**config.mk**
```make
export PLATFORM = sky130hd
export DESIGN_NAME = dual_axil_store_top
export DESIGN_NICKNAME = d
export VERILOG_FILES = /design/src/hdl/axil_pack_pkg.sv /design/src/hdl/axil_store_packer.sv /design/src/hdl/cmd_arbiter.sv /design/src/hdl/byte_store.sv /design/src/hdl/dual_axil_store_top.sv
export SDC_FILE = /design/constraint.sdc
export NUM_CORES = 2
export LEC_CHECK = 0
export BUFFER_PORTS_ARGS = -buffer_cell sky130_fd_sc_hd__buf_2
export CORE_MARGIN = 4
export CORE_UTILIZATION = 30
export DETAILED_ROUTE_END_ITERATION = 10
export GPL_ROUTABILITY_DRIVEN = 0
export PLACE_DENSITY_LB_ADDON = 0.2
export SYNTH_ARGS = -nofsm -noshare
export SYNTH_HDL_FRONTEND = slang
export SYNTH_SLANG_ARGS = --single-unit
```
**constraint.sdc**
```tcl
create_clock -name clk_i -period 6.05 [get_ports clk_i]
set_input_delay 0.3025 -clock clk_i [delete_from_list [all_inputs] [get_ports clk_i]]
set_output_delay 0.3025 -clock clk_i [all_outputs]
set_load 0.05 [all_outputs]
```
**src/hdl/axil_pack_pkg.sv**
```systemverilog
// ==============================
// AXI response and protection enums
// Field widths of the packed command word
// ==============================

package axil_pack_pkg;

  // AXI response codes
  typedef enum logic [1:0]
  {
    e_axi_resp_okay   = 2'b00,
    e_axi_resp_exokay = 2'b01,
    e_axi_resp_slverr = 2'b10,
    e_axi_resp_decerr = 2'b11
  } axi_resp_type_e;

  // Bit 0 privileged, bit 1 non-secure, bit 2 instruction
  typedef enum logic [2:0]
  {
    e_axi_prot_default   = 3'b000,
    e_axi_prot_priv      = 3'b001,
    e_axi_prot_nonsecure = 3'b010,
    e_axi_prot_instr     = 3'b100
  } axi_prot_type_e;

  // Command word is {write_not_read, addr, data}
  localparam int cmd_width_c      = 32;
  localparam int payload_width_c  = 8;
  localparam int cmd_addr_width_c = cmd_width_c - payload_width_c - 1;

endpackage

```
**src/hdl/axil_store_packer.sv**
```systemverilog
// ==============================
// AXI-Lite slave port to packed command stream
// One transaction outstanding, reads block on reply
// ==============================

module axil_store_packer
  import axil_pack_pkg::*;
#(
  parameter int axil_addr_width_p = 32
)
(
  input                                clk_i,
  input                                reset_i,

  // Write address
  input        [axil_addr_width_p-1:0] s_axil_awaddr_i,
  input        axi_prot_type_e         s_axil_awprot_i,
  input                                s_axil_awvalid_i,
  output logic                         s_axil_awready_o,

  // Write data
  input        [cmd_width_c-1:0]       s_axil_wdata_i,
  input        [(cmd_width_c/8)-1:0]   s_axil_wstrb_i,
  input                                s_axil_wvalid_i,
  output logic                         s_axil_wready_o,

  // Write response
  output       axi_resp_type_e         s_axil_bresp_o,
  output logic                         s_axil_bvalid_o,
  input                                s_axil_bready_i,

  // Read address
  input        [axil_addr_width_p-1:0] s_axil_araddr_i,
  input        axi_prot_type_e         s_axil_arprot_i,
  input                                s_axil_arvalid_i,
  output logic                         s_axil_arready_o,

  // Read data
  output logic [cmd_width_c-1:0]       s_axil_rdata_o,
  output       axi_resp_type_e         s_axil_rresp_o,
  output logic                         s_axil_rvalid_o,
  input                                s_axil_rready_i,

  // Command out
  output logic [cmd_width_c-1:0]       data_o,
  output logic                         v_o,
  input                                ready_i,

  // Read reply in
  input        [cmd_width_c-1:0]       data_i,
  input                                v_i,
  output logic                         ready_o
);

  typedef enum logic [1:0]
  {
    e_idle,
    e_read_req,
    e_read_resp,
    e_write_resp
  } state_e;

  state_e state_r;
  state_e state_n;

  wire is_idle       = (state_r == e_idle);
  wire is_read_req   = (state_r == e_read_req);
  wire is_read_resp  = (state_r == e_read_resp);
  wire is_write_resp = (state_r == e_write_resp);

  // Address fields sized to the command word
  wire [cmd_addr_width_c-1:0] aw_field = cmd_addr_width_c'(s_axil_awaddr_i);
  wire [cmd_addr_width_c-1:0] ar_field = cmd_addr_width_c'(s_axil_araddr_i);

  // Only the low byte of write data is carried
  wire [cmd_width_c-1:0] write_cmd = {1'b1, aw_field, s_axil_wdata_i[payload_width_c-1:0]};
  wire [cmd_width_c-1:0] read_cmd  = {1'b0, ar_field, {payload_width_c{1'b0}}};

  wire write_fire = is_idle & s_axil_awvalid_i & s_axil_wvalid_i & ready_i;
  wire read_fire  = is_read_req & s_axil_arvalid_i & ready_i;

  // Address and data are taken together, never one channel alone
  assign s_axil_awready_o = write_fire;
  assign s_axil_wready_o  = write_fire;
  assign s_axil_arready_o = is_read_req & ready_i;

  // Errors never reported
  assign s_axil_bresp_o = e_axi_resp_okay;
  assign s_axil_rresp_o = e_axi_resp_okay;

  assign s_axil_bvalid_o = is_write_resp;
  assign s_axil_rvalid_o = is_read_resp & v_i;
  assign s_axil_rdata_o  = data_i;
  assign ready_o         = is_read_resp & s_axil_rready_i;

  // Command goes out in the same cycle the channel is accepted
  assign v_o    = write_fire | read_fire;
  assign data_o = is_read_req ? read_cmd : write_cmd;

  always_comb
  begin
    state_n = state_r;
    case (state_r)
      e_idle:
      begin
        // Writes win over a pending read address
        if (write_fire)
          state_n = e_write_resp;
        else if (s_axil_arvalid_i)
          state_n = e_read_req;
      end
      e_read_req:
      begin
        if (read_fire)
          state_n = e_read_resp;
      end
      e_read_resp:
      begin
        if (s_axil_rvalid_o & s_axil_rready_i)
          state_n = e_idle;
      end
      e_write_resp:
      begin
        if (s_axil_bready_i)
          state_n = e_idle;
      end
      default:
      begin
        state_n = e_idle;
      end
    endcase
  end

  always_ff @(posedge clk_i)
  begin
    if (reset_i)
      state_r <= e_idle;
    else
      state_r <= state_n;
  end

endmodule

```
**src/hdl/cmd_arbiter.sv**
```systemverilog
// ==============================
// Two-port command merge with
// alternating grant slot and read reply routing
// ==============================

module cmd_arbiter
  import axil_pack_pkg::*;
(
  input                          clk_i,
  input                          reset_i,

  input        [cmd_width_c-1:0] a_cmd_data_i,
  input                          a_cmd_v_i,
  output logic                   a_cmd_ready_o,

  input        [cmd_width_c-1:0] b_cmd_data_i,
  input                          b_cmd_v_i,
  output logic                   b_cmd_ready_o,

  output logic [cmd_width_c-1:0] a_rsp_data_o,
  output logic                   a_rsp_v_o,
  input                          a_rsp_ready_i,

  output logic [cmd_width_c-1:0] b_rsp_data_o,
  output logic                   b_rsp_v_o,
  input                          b_rsp_ready_i,

  output logic [cmd_width_c-1:0] mem_cmd_data_o,
  output logic                   mem_cmd_v_o,

  input        [cmd_width_c-1:0] mem_rsp_data_i,
  input                          mem_rsp_v_i,
  output logic                   mem_rsp_ready_o
);

  // Priority bit, low selects port a
  logic prio_r;
  logic pending_r;
  logic owner_r;

  // Grant slot is not tied to cmd_v, which keeps the packer handshake loop-free
  wire slot_open = ~pending_r;

  assign a_cmd_ready_o = slot_open & ~prio_r;
  assign b_cmd_ready_o = slot_open & prio_r;

  assign mem_cmd_v_o    = (a_cmd_v_i & a_cmd_ready_o) | (b_cmd_v_i & b_cmd_ready_o);
  assign mem_cmd_data_o = prio_r ? b_cmd_data_i : a_cmd_data_i;

  wire read_issue = mem_cmd_v_o & ~mem_cmd_data_o[cmd_width_c-1];
  wire rsp_done   = mem_rsp_v_i & mem_rsp_ready_o;

  // Reply goes only to the port that issued the read
  assign a_rsp_data_o    = mem_rsp_data_i;
  assign b_rsp_data_o    = mem_rsp_data_i;
  assign a_rsp_v_o       = mem_rsp_v_i & pending_r & ~owner_r;
  assign b_rsp_v_o       = mem_rsp_v_i & pending_r & owner_r;
  assign mem_rsp_ready_o = pending_r & (owner_r ? b_rsp_ready_i : a_rsp_ready_i);

  always_ff @(posedge clk_i)
  begin
    if (reset_i)
    begin
      prio_r    <= 1'b0;
      pending_r <= 1'b0;
      owner_r   <= 1'b0;
    end
    else
    begin
      // Slot passes to the other port after every offered grant
      if (slot_open)
        prio_r <= ~prio_r;

      if (read_issue)
      begin
        pending_r <= 1'b1;
        owner_r   <= prio_r;
      end
      else if (rsp_done)
        pending_r <= 1'b0;
    end
  end

endmodule

```
**src/hdl/byte_store.sv**
```systemverilog
// ==============================
// Byte memory driven by packed commands
// ==============================

module byte_store
  import axil_pack_pkg::*;
#(
  parameter int store_addr_width_p = 8
)
(
  input                          clk_i,
  input                          reset_i,

  input        [cmd_width_c-1:0] cmd_data_i,
  input                          cmd_v_i,

  output logic [cmd_width_c-1:0] rsp_data_o,
  output logic                   rsp_v_o,
  input                          rsp_ready_i
);

  localparam int depth_lp = 1 << store_addr_width_p;

  logic [payload_width_c-1:0] mem_r [depth_lp];

  // Command fields, address truncated to the store depth
  wire                          cmd_write = cmd_data_i[cmd_width_c-1];
  wire [store_addr_width_p-1:0] cmd_addr  = cmd_data_i[payload_width_c +: store_addr_width_p];
  wire [payload_width_c-1:0]    cmd_byte  = cmd_data_i[payload_width_c-1:0];

  wire do_write = cmd_v_i & cmd_write;
  wire do_read  = cmd_v_i & ~cmd_write;

  always_ff @(posedge clk_i)
  begin
    if (do_write)
      mem_r[cmd_addr] <= cmd_byte;
  end

  // Reply data held until taken
  always_ff @(posedge clk_i)
  begin
    if (do_read)
      rsp_data_o <= cmd_width_c'(mem_r[cmd_addr]);
  end

  always_ff @(posedge clk_i)
  begin
    if (reset_i)
      rsp_v_o <= 1'b0;
    else if (do_read)
      rsp_v_o <= 1'b1;
    else if (rsp_ready_i)
      rsp_v_o <= 1'b0;
  end

endmodule

```
**src/hdl/dual_axil_store_top.sv**
```systemverilog
// ==============================
// Two AXI-Lite ports sharing one byte store
// Packers, arbiter and store
// ==============================

module dual_axil_store_top
  import axil_pack_pkg::*;
#(
  parameter int axil_addr_width_p  = 32,
  parameter int store_addr_width_p = 8
)
(
  input                                clk_i,
  input                                reset_i,

  // Port a
  input        [axil_addr_width_p-1:0] a_s_axil_awaddr_i,
  input        axi_prot_type_e         a_s_axil_awprot_i,
  input                                a_s_axil_awvalid_i,
  output logic                         a_s_axil_awready_o,
  input        [cmd_width_c-1:0]       a_s_axil_wdata_i,
  input        [(cmd_width_c/8)-1:0]   a_s_axil_wstrb_i,
  input                                a_s_axil_wvalid_i,
  output logic                         a_s_axil_wready_o,
  output       axi_resp_type_e         a_s_axil_bresp_o,
  output logic                         a_s_axil_bvalid_o,
  input                                a_s_axil_bready_i,
  input        [axil_addr_width_p-1:0] a_s_axil_araddr_i,
  input        axi_prot_type_e         a_s_axil_arprot_i,
  input                                a_s_axil_arvalid_i,
  output logic                         a_s_axil_arready_o,
  output logic [cmd_width_c-1:0]       a_s_axil_rdata_o,
  output       axi_resp_type_e         a_s_axil_rresp_o,
  output logic                         a_s_axil_rvalid_o,
  input                                a_s_axil_rready_i,

  // Port b
  input        [axil_addr_width_p-1:0] b_s_axil_awaddr_i,
  input        axi_prot_type_e         b_s_axil_awprot_i,
  input                                b_s_axil_awvalid_i,
  output logic                         b_s_axil_awready_o,
  input        [cmd_width_c-1:0]       b_s_axil_wdata_i,
  input        [(cmd_width_c/8)-1:0]   b_s_axil_wstrb_i,
  input                                b_s_axil_wvalid_i,
  output logic                         b_s_axil_wready_o,
  output       axi_resp_type_e         b_s_axil_bresp_o,
  output logic                         b_s_axil_bvalid_o,
  input                                b_s_axil_bready_i,
  input        [axil_addr_width_p-1:0] b_s_axil_araddr_i,
  input        axi_prot_type_e         b_s_axil_arprot_i,
  input                                b_s_axil_arvalid_i,
  output logic                         b_s_axil_arready_o,
  output logic [cmd_width_c-1:0]       b_s_axil_rdata_o,
  output       axi_resp_type_e         b_s_axil_rresp_o,
  output logic                         b_s_axil_rvalid_o,
  input                                b_s_axil_rready_i
);

  // Packer to arbiter
  logic [cmd_width_c-1:0] a_cmd_data, b_cmd_data;
  logic                   a_cmd_v, b_cmd_v;
  logic                   a_cmd_ready, b_cmd_ready;
  logic [cmd_width_c-1:0] a_rsp_data, b_rsp_data;
  logic                   a_rsp_v, b_rsp_v;
  logic                   a_rsp_ready, b_rsp_ready;

  // Arbiter to store
  logic [cmd_width_c-1:0] mem_cmd_data;
  logic                   mem_cmd_v;
  logic [cmd_width_c-1:0] mem_rsp_data;
  logic                   mem_rsp_v;
  logic                   mem_rsp_ready;

  axil_store_packer #(.axil_addr_width_p(axil_addr_width_p)) packer_a
  (
    .clk_i(clk_i), .reset_i(reset_i),
    .s_axil_awaddr_i(a_s_axil_awaddr_i), .s_axil_awprot_i(a_s_axil_awprot_i),
    .s_axil_awvalid_i(a_s_axil_awvalid_i), .s_axil_awready_o(a_s_axil_awready_o),
    .s_axil_wdata_i(a_s_axil_wdata_i), .s_axil_wstrb_i(a_s_axil_wstrb_i),
    .s_axil_wvalid_i(a_s_axil_wvalid_i), .s_axil_wready_o(a_s_axil_wready_o),
    .s_axil_bresp_o(a_s_axil_bresp_o), .s_axil_bvalid_o(a_s_axil_bvalid_o),
    .s_axil_bready_i(a_s_axil_bready_i),
    .s_axil_araddr_i(a_s_axil_araddr_i), .s_axil_arprot_i(a_s_axil_arprot_i),
    .s_axil_arvalid_i(a_s_axil_arvalid_i), .s_axil_arready_o(a_s_axil_arready_o),
    .s_axil_rdata_o(a_s_axil_rdata_o), .s_axil_rresp_o(a_s_axil_rresp_o),
    .s_axil_rvalid_o(a_s_axil_rvalid_o), .s_axil_rready_i(a_s_axil_rready_i),
    .data_o(a_cmd_data), .v_o(a_cmd_v), .ready_i(a_cmd_ready),
    .data_i(a_rsp_data), .v_i(a_rsp_v), .ready_o(a_rsp_ready)
  );

  axil_store_packer #(.axil_addr_width_p(axil_addr_width_p)) packer_b
  (
    .clk_i(clk_i), .reset_i(reset_i),
    .s_axil_awaddr_i(b_s_axil_awaddr_i), .s_axil_awprot_i(b_s_axil_awprot_i),
    .s_axil_awvalid_i(b_s_axil_awvalid_i), .s_axil_awready_o(b_s_axil_awready_o),
    .s_axil_wdata_i(b_s_axil_wdata_i), .s_axil_wstrb_i(b_s_axil_wstrb_i),
    .s_axil_wvalid_i(b_s_axil_wvalid_i), .s_axil_wready_o(b_s_axil_wready_o),
    .s_axil_bresp_o(b_s_axil_bresp_o), .s_axil_bvalid_o(b_s_axil_bvalid_o),
    .s_axil_bready_i(b_s_axil_bready_i),
    .s_axil_araddr_i(b_s_axil_araddr_i), .s_axil_arprot_i(b_s_axil_arprot_i),
    .s_axil_arvalid_i(b_s_axil_arvalid_i), .s_axil_arready_o(b_s_axil_arready_o),
    .s_axil_rdata_o(b_s_axil_rdata_o), .s_axil_rresp_o(b_s_axil_rresp_o),
    .s_axil_rvalid_o(b_s_axil_rvalid_o), .s_axil_rready_i(b_s_axil_rready_i),
    .data_o(b_cmd_data), .v_o(b_cmd_v), .ready_i(b_cmd_ready),
    .data_i(b_rsp_data), .v_i(b_rsp_v), .ready_o(b_rsp_ready)
  );

  cmd_arbiter u_arbiter
  (
    .clk_i(clk_i), .reset_i(reset_i),
    .a_cmd_data_i(a_cmd_data), .a_cmd_v_i(a_cmd_v), .a_cmd_ready_o(a_cmd_ready),
    .b_cmd_data_i(b_cmd_data), .b_cmd_v_i(b_cmd_v), .b_cmd_ready_o(b_cmd_ready),
    .a_rsp_data_o(a_rsp_data), .a_rsp_v_o(a_rsp_v), .a_rsp_ready_i(a_rsp_ready),
    .b_rsp_data_o(b_rsp_data), .b_rsp_v_o(b_rsp_v), .b_rsp_ready_i(b_rsp_ready),
    .mem_cmd_data_o(mem_cmd_data), .mem_cmd_v_o(mem_cmd_v),
    .mem_rsp_data_i(mem_rsp_data), .mem_rsp_v_i(mem_rsp_v),
    .mem_rsp_ready_o(mem_rsp_ready)
  );

  byte_store #(.store_addr_width_p(store_addr_width_p)) u_store
  (
    .clk_i(clk_i), .reset_i(reset_i),
    .cmd_data_i(mem_cmd_data), .cmd_v_i(mem_cmd_v),
    .rsp_data_o(mem_rsp_data), .rsp_v_o(mem_rsp_v), .rsp_ready_i(mem_rsp_ready)
  );

endmodule

```
; ---- Word level (Yosys, flattened, before mapping)
; Memories as Yosys holds them, arrays and structs flattened. A register that Yosys moved wholly into a read port is not among the register bits.
; Cells that the tools add are included.
; W data, S select, Z words.
[word_totals]
ff_bits = 8
ram_bits = 2048
inputBits = 224
output_inout_bits = 82
word_cells = 85
mem_count = 1
[op_classes]
eq_ne = 14
muxes = 22
bitwise = 36
n_reduce_logical = 6
[memory_table]
columns = name, words, width, read_ports, rd_ports_with_merged_regs, wr, line
row1 = u_store.mem_r, 256, 8, 1, 1, 1, byte_store.sv:24  ; logic [payload_width_c-1:0] mem_r [depth_lp];
[op_table]
columns = op, count
row1 = $mux W32, 3
row2 = $and A1 B1 Y1, 29
row3 = $mux W2, 10
row4 = $pmux W2 S4, 2
row5 = $eq A2 B2 Y1 const B, 4
row6 = $ne A2 B2 Y1 const B, 4
row7 = $reduce_and A4 Y1, 2
row8 = $mux W1, 7
row9 = $ne A3 B3 Y1 const B, 2
row10 = $eq A2 B1 Y1 const B, 2
row11 = $logic_not A2 Y1, 2
row12 = $ne A2 B1 Y1 const B, 2
row13 = $not A1 Y1, 4
row14 = $reduce_bool A2 Y1, 2
row15 = $or A1 B1 Y1, 3

; ---- Depth between registers and ports, before layout
[logic_depth]
ltp_word = 10
mapped_depth = 14
ltp_nobuf = 9

; ---- Cells and area by module
; Synthesis repeated with hierarchy kept, for this count alone.
[unflattened]
cells_unflattened = 3875
area_unflattened_um2 = 81435.6
[modules_own_cells]
columns = mod, n_inst, cells_per_inst, area_per_inst_um2, seq_area_each_um2
row1 = byte_store, 1, 3555, 78584.1, 61759.2
row2 = axil_store_packer, 2, 98, 893.4, 40.0
row3 = cmd_arbiter, 1, 124, 1064.8, 60.1

; ---- Worst setup path before layout
; OpenSTA, ideal clock, no wires.
[synth_path]
path_type = register to register
from = register u_arbiter.prio_r
to = memory u_store.mem_r[0][0] (data pin)
setup_ps = 865
arrival_time_ps = 4523
required_time_ps = 5185
slack_ps = 662
path_stages_with_launch = 6
path_buffers = 3
period_less_slack_ps = 5388
path_cell_list = dfxtp_1 buf_2 buf_2 clkbuf_1 nor2_1 a22o_1
[synth_between]
elab_chain_len = 1
[synth_rtl]
columns = item, line
row1 = start: declaration, cmd_arbiter.sv:37  ; logic prio_r;
row2 = start signal: assignment, cmd_arbiter.sv:72  ; prio_r <= ~prio_r;
row3 = $mux W32, cmd_arbiter.sv:48  ; assign mem_cmd_data_o = prio_r ? b_cmd_data_i : a_cmd_data_i;
row4 = named net mem_cmd_data[0], dual_axil_store_top.sv:68  ; logic [cmd_width_c-1:0] mem_cmd_data;
row5 = end: declaration, byte_store.sv:24
; The timed path passes the listed nets, and every way through them passes these cells.

; ---- Worst setup path in the final report
[layout_path]
from = register packer_a.state_r[0]
to = register u_store.rsp_data_o[2] (read register of u_store.mem_r) (data pin)
[layout_between]
elab_chain_len = 8
word_cells_on_any_way = 14
classes_between = eq/ne: 1 / mux: 2 / bitwise: 10 / reduce/logical: 1
[layout_rtl]
columns = item, line
row1 = start: declaration, axil_store_packer.sv:63  ; state_e state_r;
row2 = start signal: assignment, axil_store_packer.sv:137  ; state_r <= e_idle;
row3 = start signal: assignment, axil_store_packer.sv:139  ; state_r <= state_n;
row4 = $logic_not A2 Y1, axil_store_packer.sv:66  ; wire is_idle = (state_r == e_idle);
row5 = $and A1 B1 Y1 (3 in series), axil_store_packer.sv:79  ; wire write_fire = is_idle & s_axil_awvalid_i & s_axil_wvalid_i & ready_i;
row6 = $or A1 B1 Y1, axil_store_packer.sv:97  ; assign v_o = write_fire | read_fire;
row7 = $and A1 B1 Y1, cmd_arbiter.sv:47  ; assign mem_cmd_v_o = (a_cmd_v_i & a_cmd_ready_o) | (b_cmd_v_i & b_cmd_ready_o);
row8 = $or A1 B1 Y1, cmd_arbiter.sv:47
row9 = $and A1 B1 Y1, byte_store.sv:32  ; wire do_read = cmd_v_i & ~cmd_write;
row10 = end: declaration, byte_store.sv:17  ; output logic [cmd_width_c-1:0] rsp_data_o,
; Several ways; a longest one is shown, not always the timed one.
; A chain may end at the register's enable or synchronous reset.

==> flow_summary.yaml <==
cts:
  cts_setup_buffers: 0
  cts.sinks: 2064
  h-tree-depth: 4
  clock_path_buffers: 3
  clk_pin_slew_worst_paths_ns: 0.06
  cts_buffers: 206
  worstSkewPairLatency_ns: 0.84
  tritoncts: "built"
  root_buffer: "clkbuf_16"
pwr:
  clock_power_share: 0.369
  combPwrFrac: 0.153
  peakVddDrop_mv: 0.3323
  switchingPower_uw: 9335
  power_density_nw_per_um2: 379.9
  swShare: 0.2722
  pwr-share-seq: 0.479
  p_int_uw: 24960
  p_leak_uw: 0.02796
final_layout:
  final_cell_area_um2: 90290
  area_growth_pct: 15.38
  num-nets-final: 5037
  post-route-util: 0.3477
  drive_gt1_frac: 0.1250
worst_setup_path:
  crit_type: "reg -> reg"
  cp-end-kind: "register"
  critPathSlowestCell: "nor4_1"
  slowest_delay_ns: 1.08
  arrival_ns: 5.56
  crit_fanout: 21
  cp-start-kind: "register"
  worstPathBufferInverterCount: 0
  required_ns: 6.64
  path_cells: "nor2b_4 -> mux2i_1 -> nor3_1 -> a21o_1 -> o221ai_1 -> nor4_1 -> o41ai_1 -> and4bb_1"
  critPathTopFamily: "simple AND/OR/NAND/NOR gates"
floorplan:
  rows: 187
  initial_utilization: 0.3013
  dieArea_um2: 269100
  io_pins: 306
  die_x_um: 518.7
  die_h_um: 518.7
  core_um2: 259700
synthesis:
  syn_avg_cell_area_um2: 16.88
  synthCells: 4636
  yosys_most_used_dff: "edfxtp_1"
  ys.warnings.count: 0
  ys_seq_elements: 2064
  synth-seq-area-share: 0.7910
  synth_edf_count: 2056
  synthArstFlopShare: 0
  netlist-cell-type-count: 60
  synth_area_um2: 78260
flow_run:
  drv_cap: 0
sta:
  finalCriticalPeriod_ns: 4.969
  fmax_mhz: 201.2
  fin_crit_sh: 0.8213
  worst_pin_slew_ns: 1.246
  final-hold-violation-count: 0
  final_max_slew_viol_count: 0
  fin_skew_ns: 0.03013
  relSlewSlack: 0.1615
  grt_setup_unrepaired: "no"
  fin_ws_ns: 1.081
  setup_tns_ns: 0
  finalSetupViolCount: 0
place:
  placed_area_um2: 83520
  io_buffers: 85
  place_ws_ns: 1.003
  hpwlAfterDp_um: 136300
drt:
  met2WireLength_um: 110600
  routed-wl-met3_um: 11590
  route.detailed.drc: 0
  viasPerCell: 5.197
  vias: 43590
  wl_met1_um: 100800
  drt_first_pass_iters: 7
  routed_wl_um: 229100
  top_layer: "met4"
  ant_nets: 0
  drt_iter0_drc: 3865
  wl_per_cell_um: 27.31
grt:
  grt_max_degree: 157
  grt_pass1_wl_um: 325500
  grt_overflow_total: 0
  grt_pass1_vias: 43570
  antenna_found_initial: 12
  grt.total_usage: 0.1645
status:
  outcome: "completed"
worst_hold_path:
  hold_path.class: "in -> reg"
[kinds of logic (layout without fill, tap and decap cells)]
| kind of cell | Yosys count | after routing | share of synthesized area |
|---|---|---|---|
| buffers and inverters | 409 | 701 | 0.02659 |
| AOI/OAI and AO/OA | 1516 | 1516 | 0.1328 |
| other | 1 | 59 | 0.00004792 |
| muxes | 147 | 147 | 0.01915 |
| DFF | 2064 | 2064 | 0.7910 |
| and+or+nand+nor | 499 | 499 | 0.03039 |
[layer usage]
layer,vias to the layer above,GRT usage
met2,1238,0.2711
met4,0,0.04807
met3,288,0.02412
li1,19290,-
met1,22780,0.2256
met5,-,0
[worst paths after layout]
check	from	to	slack, ns	depth (start not counted)
worst max-delay path	packer_a.state_r[0]	u_store.rsp_data_o[2]	1.08	8
worst max register to register	packer_a.state_r[0]	u_store.rsp_data_o[2]	1.08	8
worst min register to register	u_arbiter.pending_r	u_arbiter.pending_r	0.58	2
worst min-delay path	b_s_axil_wdata_i[4]	u_store.mem_r[54][4]	0.1	2
[power by group through the flow]
| stage | logic (uW) | clock network (uW) | registers [uW] |
|---|---|---|---|
| final | 5230 | 12700 | 16400 |
| after global placement | 5250 | 0 | 16700 |
| after CTS | 5320 | 12900 | 16400 |
| after floorplan | 2890 | 0 | 16900 |
| after detailed placement | 5300 | 0 | 16700 |
| after global routing | 5580 | 13500 | 16400 |
[area by class of cell]
type | instances | area [um^2]
fill | 24730 | 169400
clock buffer | 257 | 5453
antenna | 3 | 7.507
timing repair buffer | 312 | 2768
inverter | 11 | 41.29
sequential | 2064 | 61900
multi-input combinational | 2218 | 14700
tap | 3402 | 4257
clock inverter | 121 | 1166
[Yosys cell counts (3+ instances only)]
cell type / count / area, um^2
a211oi_1: 5 / 37.54
a21oi_1: 454 / 2272
a22o_1: 8 / 70.07
a22oi_1: 896 / 6726
a31oi_1: 4 / 25.02
and2_1: 4 / 25.02
and3_1: 3 / 18.77
and4bb_1: 7 / 87.58
buf_1: 22 / 82.58
buf_2: 166 / 830.8
buf_4: 83 / 623.1
buf_6: 3 / 33.78
clkbuf_1: 123 / 461.7
dfxtp_1: 8 / 160.2
edfxtp_1: 2056 / 61740
inv_1: 10 / 37.54
mux2i_1: 143 / 1431
nand2_1: 34 / 127.6
nand2b_1: 3 / 18.77
nand3_1: 27 / 135.1
nand3b_1: 6 / 45.04
nand4_1: 4 / 25.02
nor2_1: 286 / 1074
nor2b_1: 6 / 37.54
nor3_1: 5 / 25.02
nor3b_1: 3 / 22.52
nor4_1: 97 / 606.8
o21ai_0: 3 / 15.01
o221ai_1: 64 / 560.5
o22ai_1: 14 / 87.58
o41ai_1: 48 / 420.4
[sequential cells by signal (all words and copies together), names as in the netlist]
signal and count:
u_arbiter.owner_r 1, u_arbiter.pending_r 1, u_store.rsp_data_o 8, u_store.rsp_v_o 1, packer_b.state_r 2, packer_a.state_r 2
u_store.mem_r 2048, u_arbiter.prio_r 1
[per-stage QoR]
| step | instances | power (uW) | hold WS [ns] |
|---|---|---|---|
| floorplan | 4691 | 19790 | 0.4665 |
| global placement | 7992 | 21970 | 0.5324 |
| detailed placement | 7992 | 22020 | 0.5411 |
| CTS | 8385 | 34670 | 0.05781 |
| global route | 8387 | 35490 | 0.08871 |
| finish | 8388 | 34300 | 0.09953 |
[layout by cell type, fill, tap and decap left out, types with 4 or more instances in the layout]
master         Yosys  layout
clkbuf_1         123      46
conb_1             1      56
buf_2            166      85
o22ai_1           14      14
clkbuf_16          0     211
inv_1             10      10
mux2i_1          143     142
and2_1             4       4
a31oi_1            4       4
nand4_1            4       4
nor3_1             5       5
nor2_1           286     284
a211oi_1           5       5
o41ai_1           48      48
buf_4             83     164
o221ai_1          64      64
buf_12             0      48
clkinv_1           1      50
bufinv_16          0      20
edfxtp_1        2056    2056
a21oi_1          454     453
and4bb_1           7       7
nor2b_1            6       5
a22oi_1          896     896
nand3_1           27      15
nand3_2            0      12
nor4_1            97      97
dlygate4sd3_1      0      15
a22o_4             0       8
nand2_1           34      34
dfxtp_1            8       7
nand3b_1           6       6
inv_6              0       7
clkinv_2           0      37
[what timing repair did]
action                                 4_1_cts  5_1_grt
setup endpoints to repair                    0        0
hold buffers                                15        0
endpoints found under the hold margin       16        0
gates resized for setup                      0        0
Note: power is estimated with default switching activity, not from simulation.
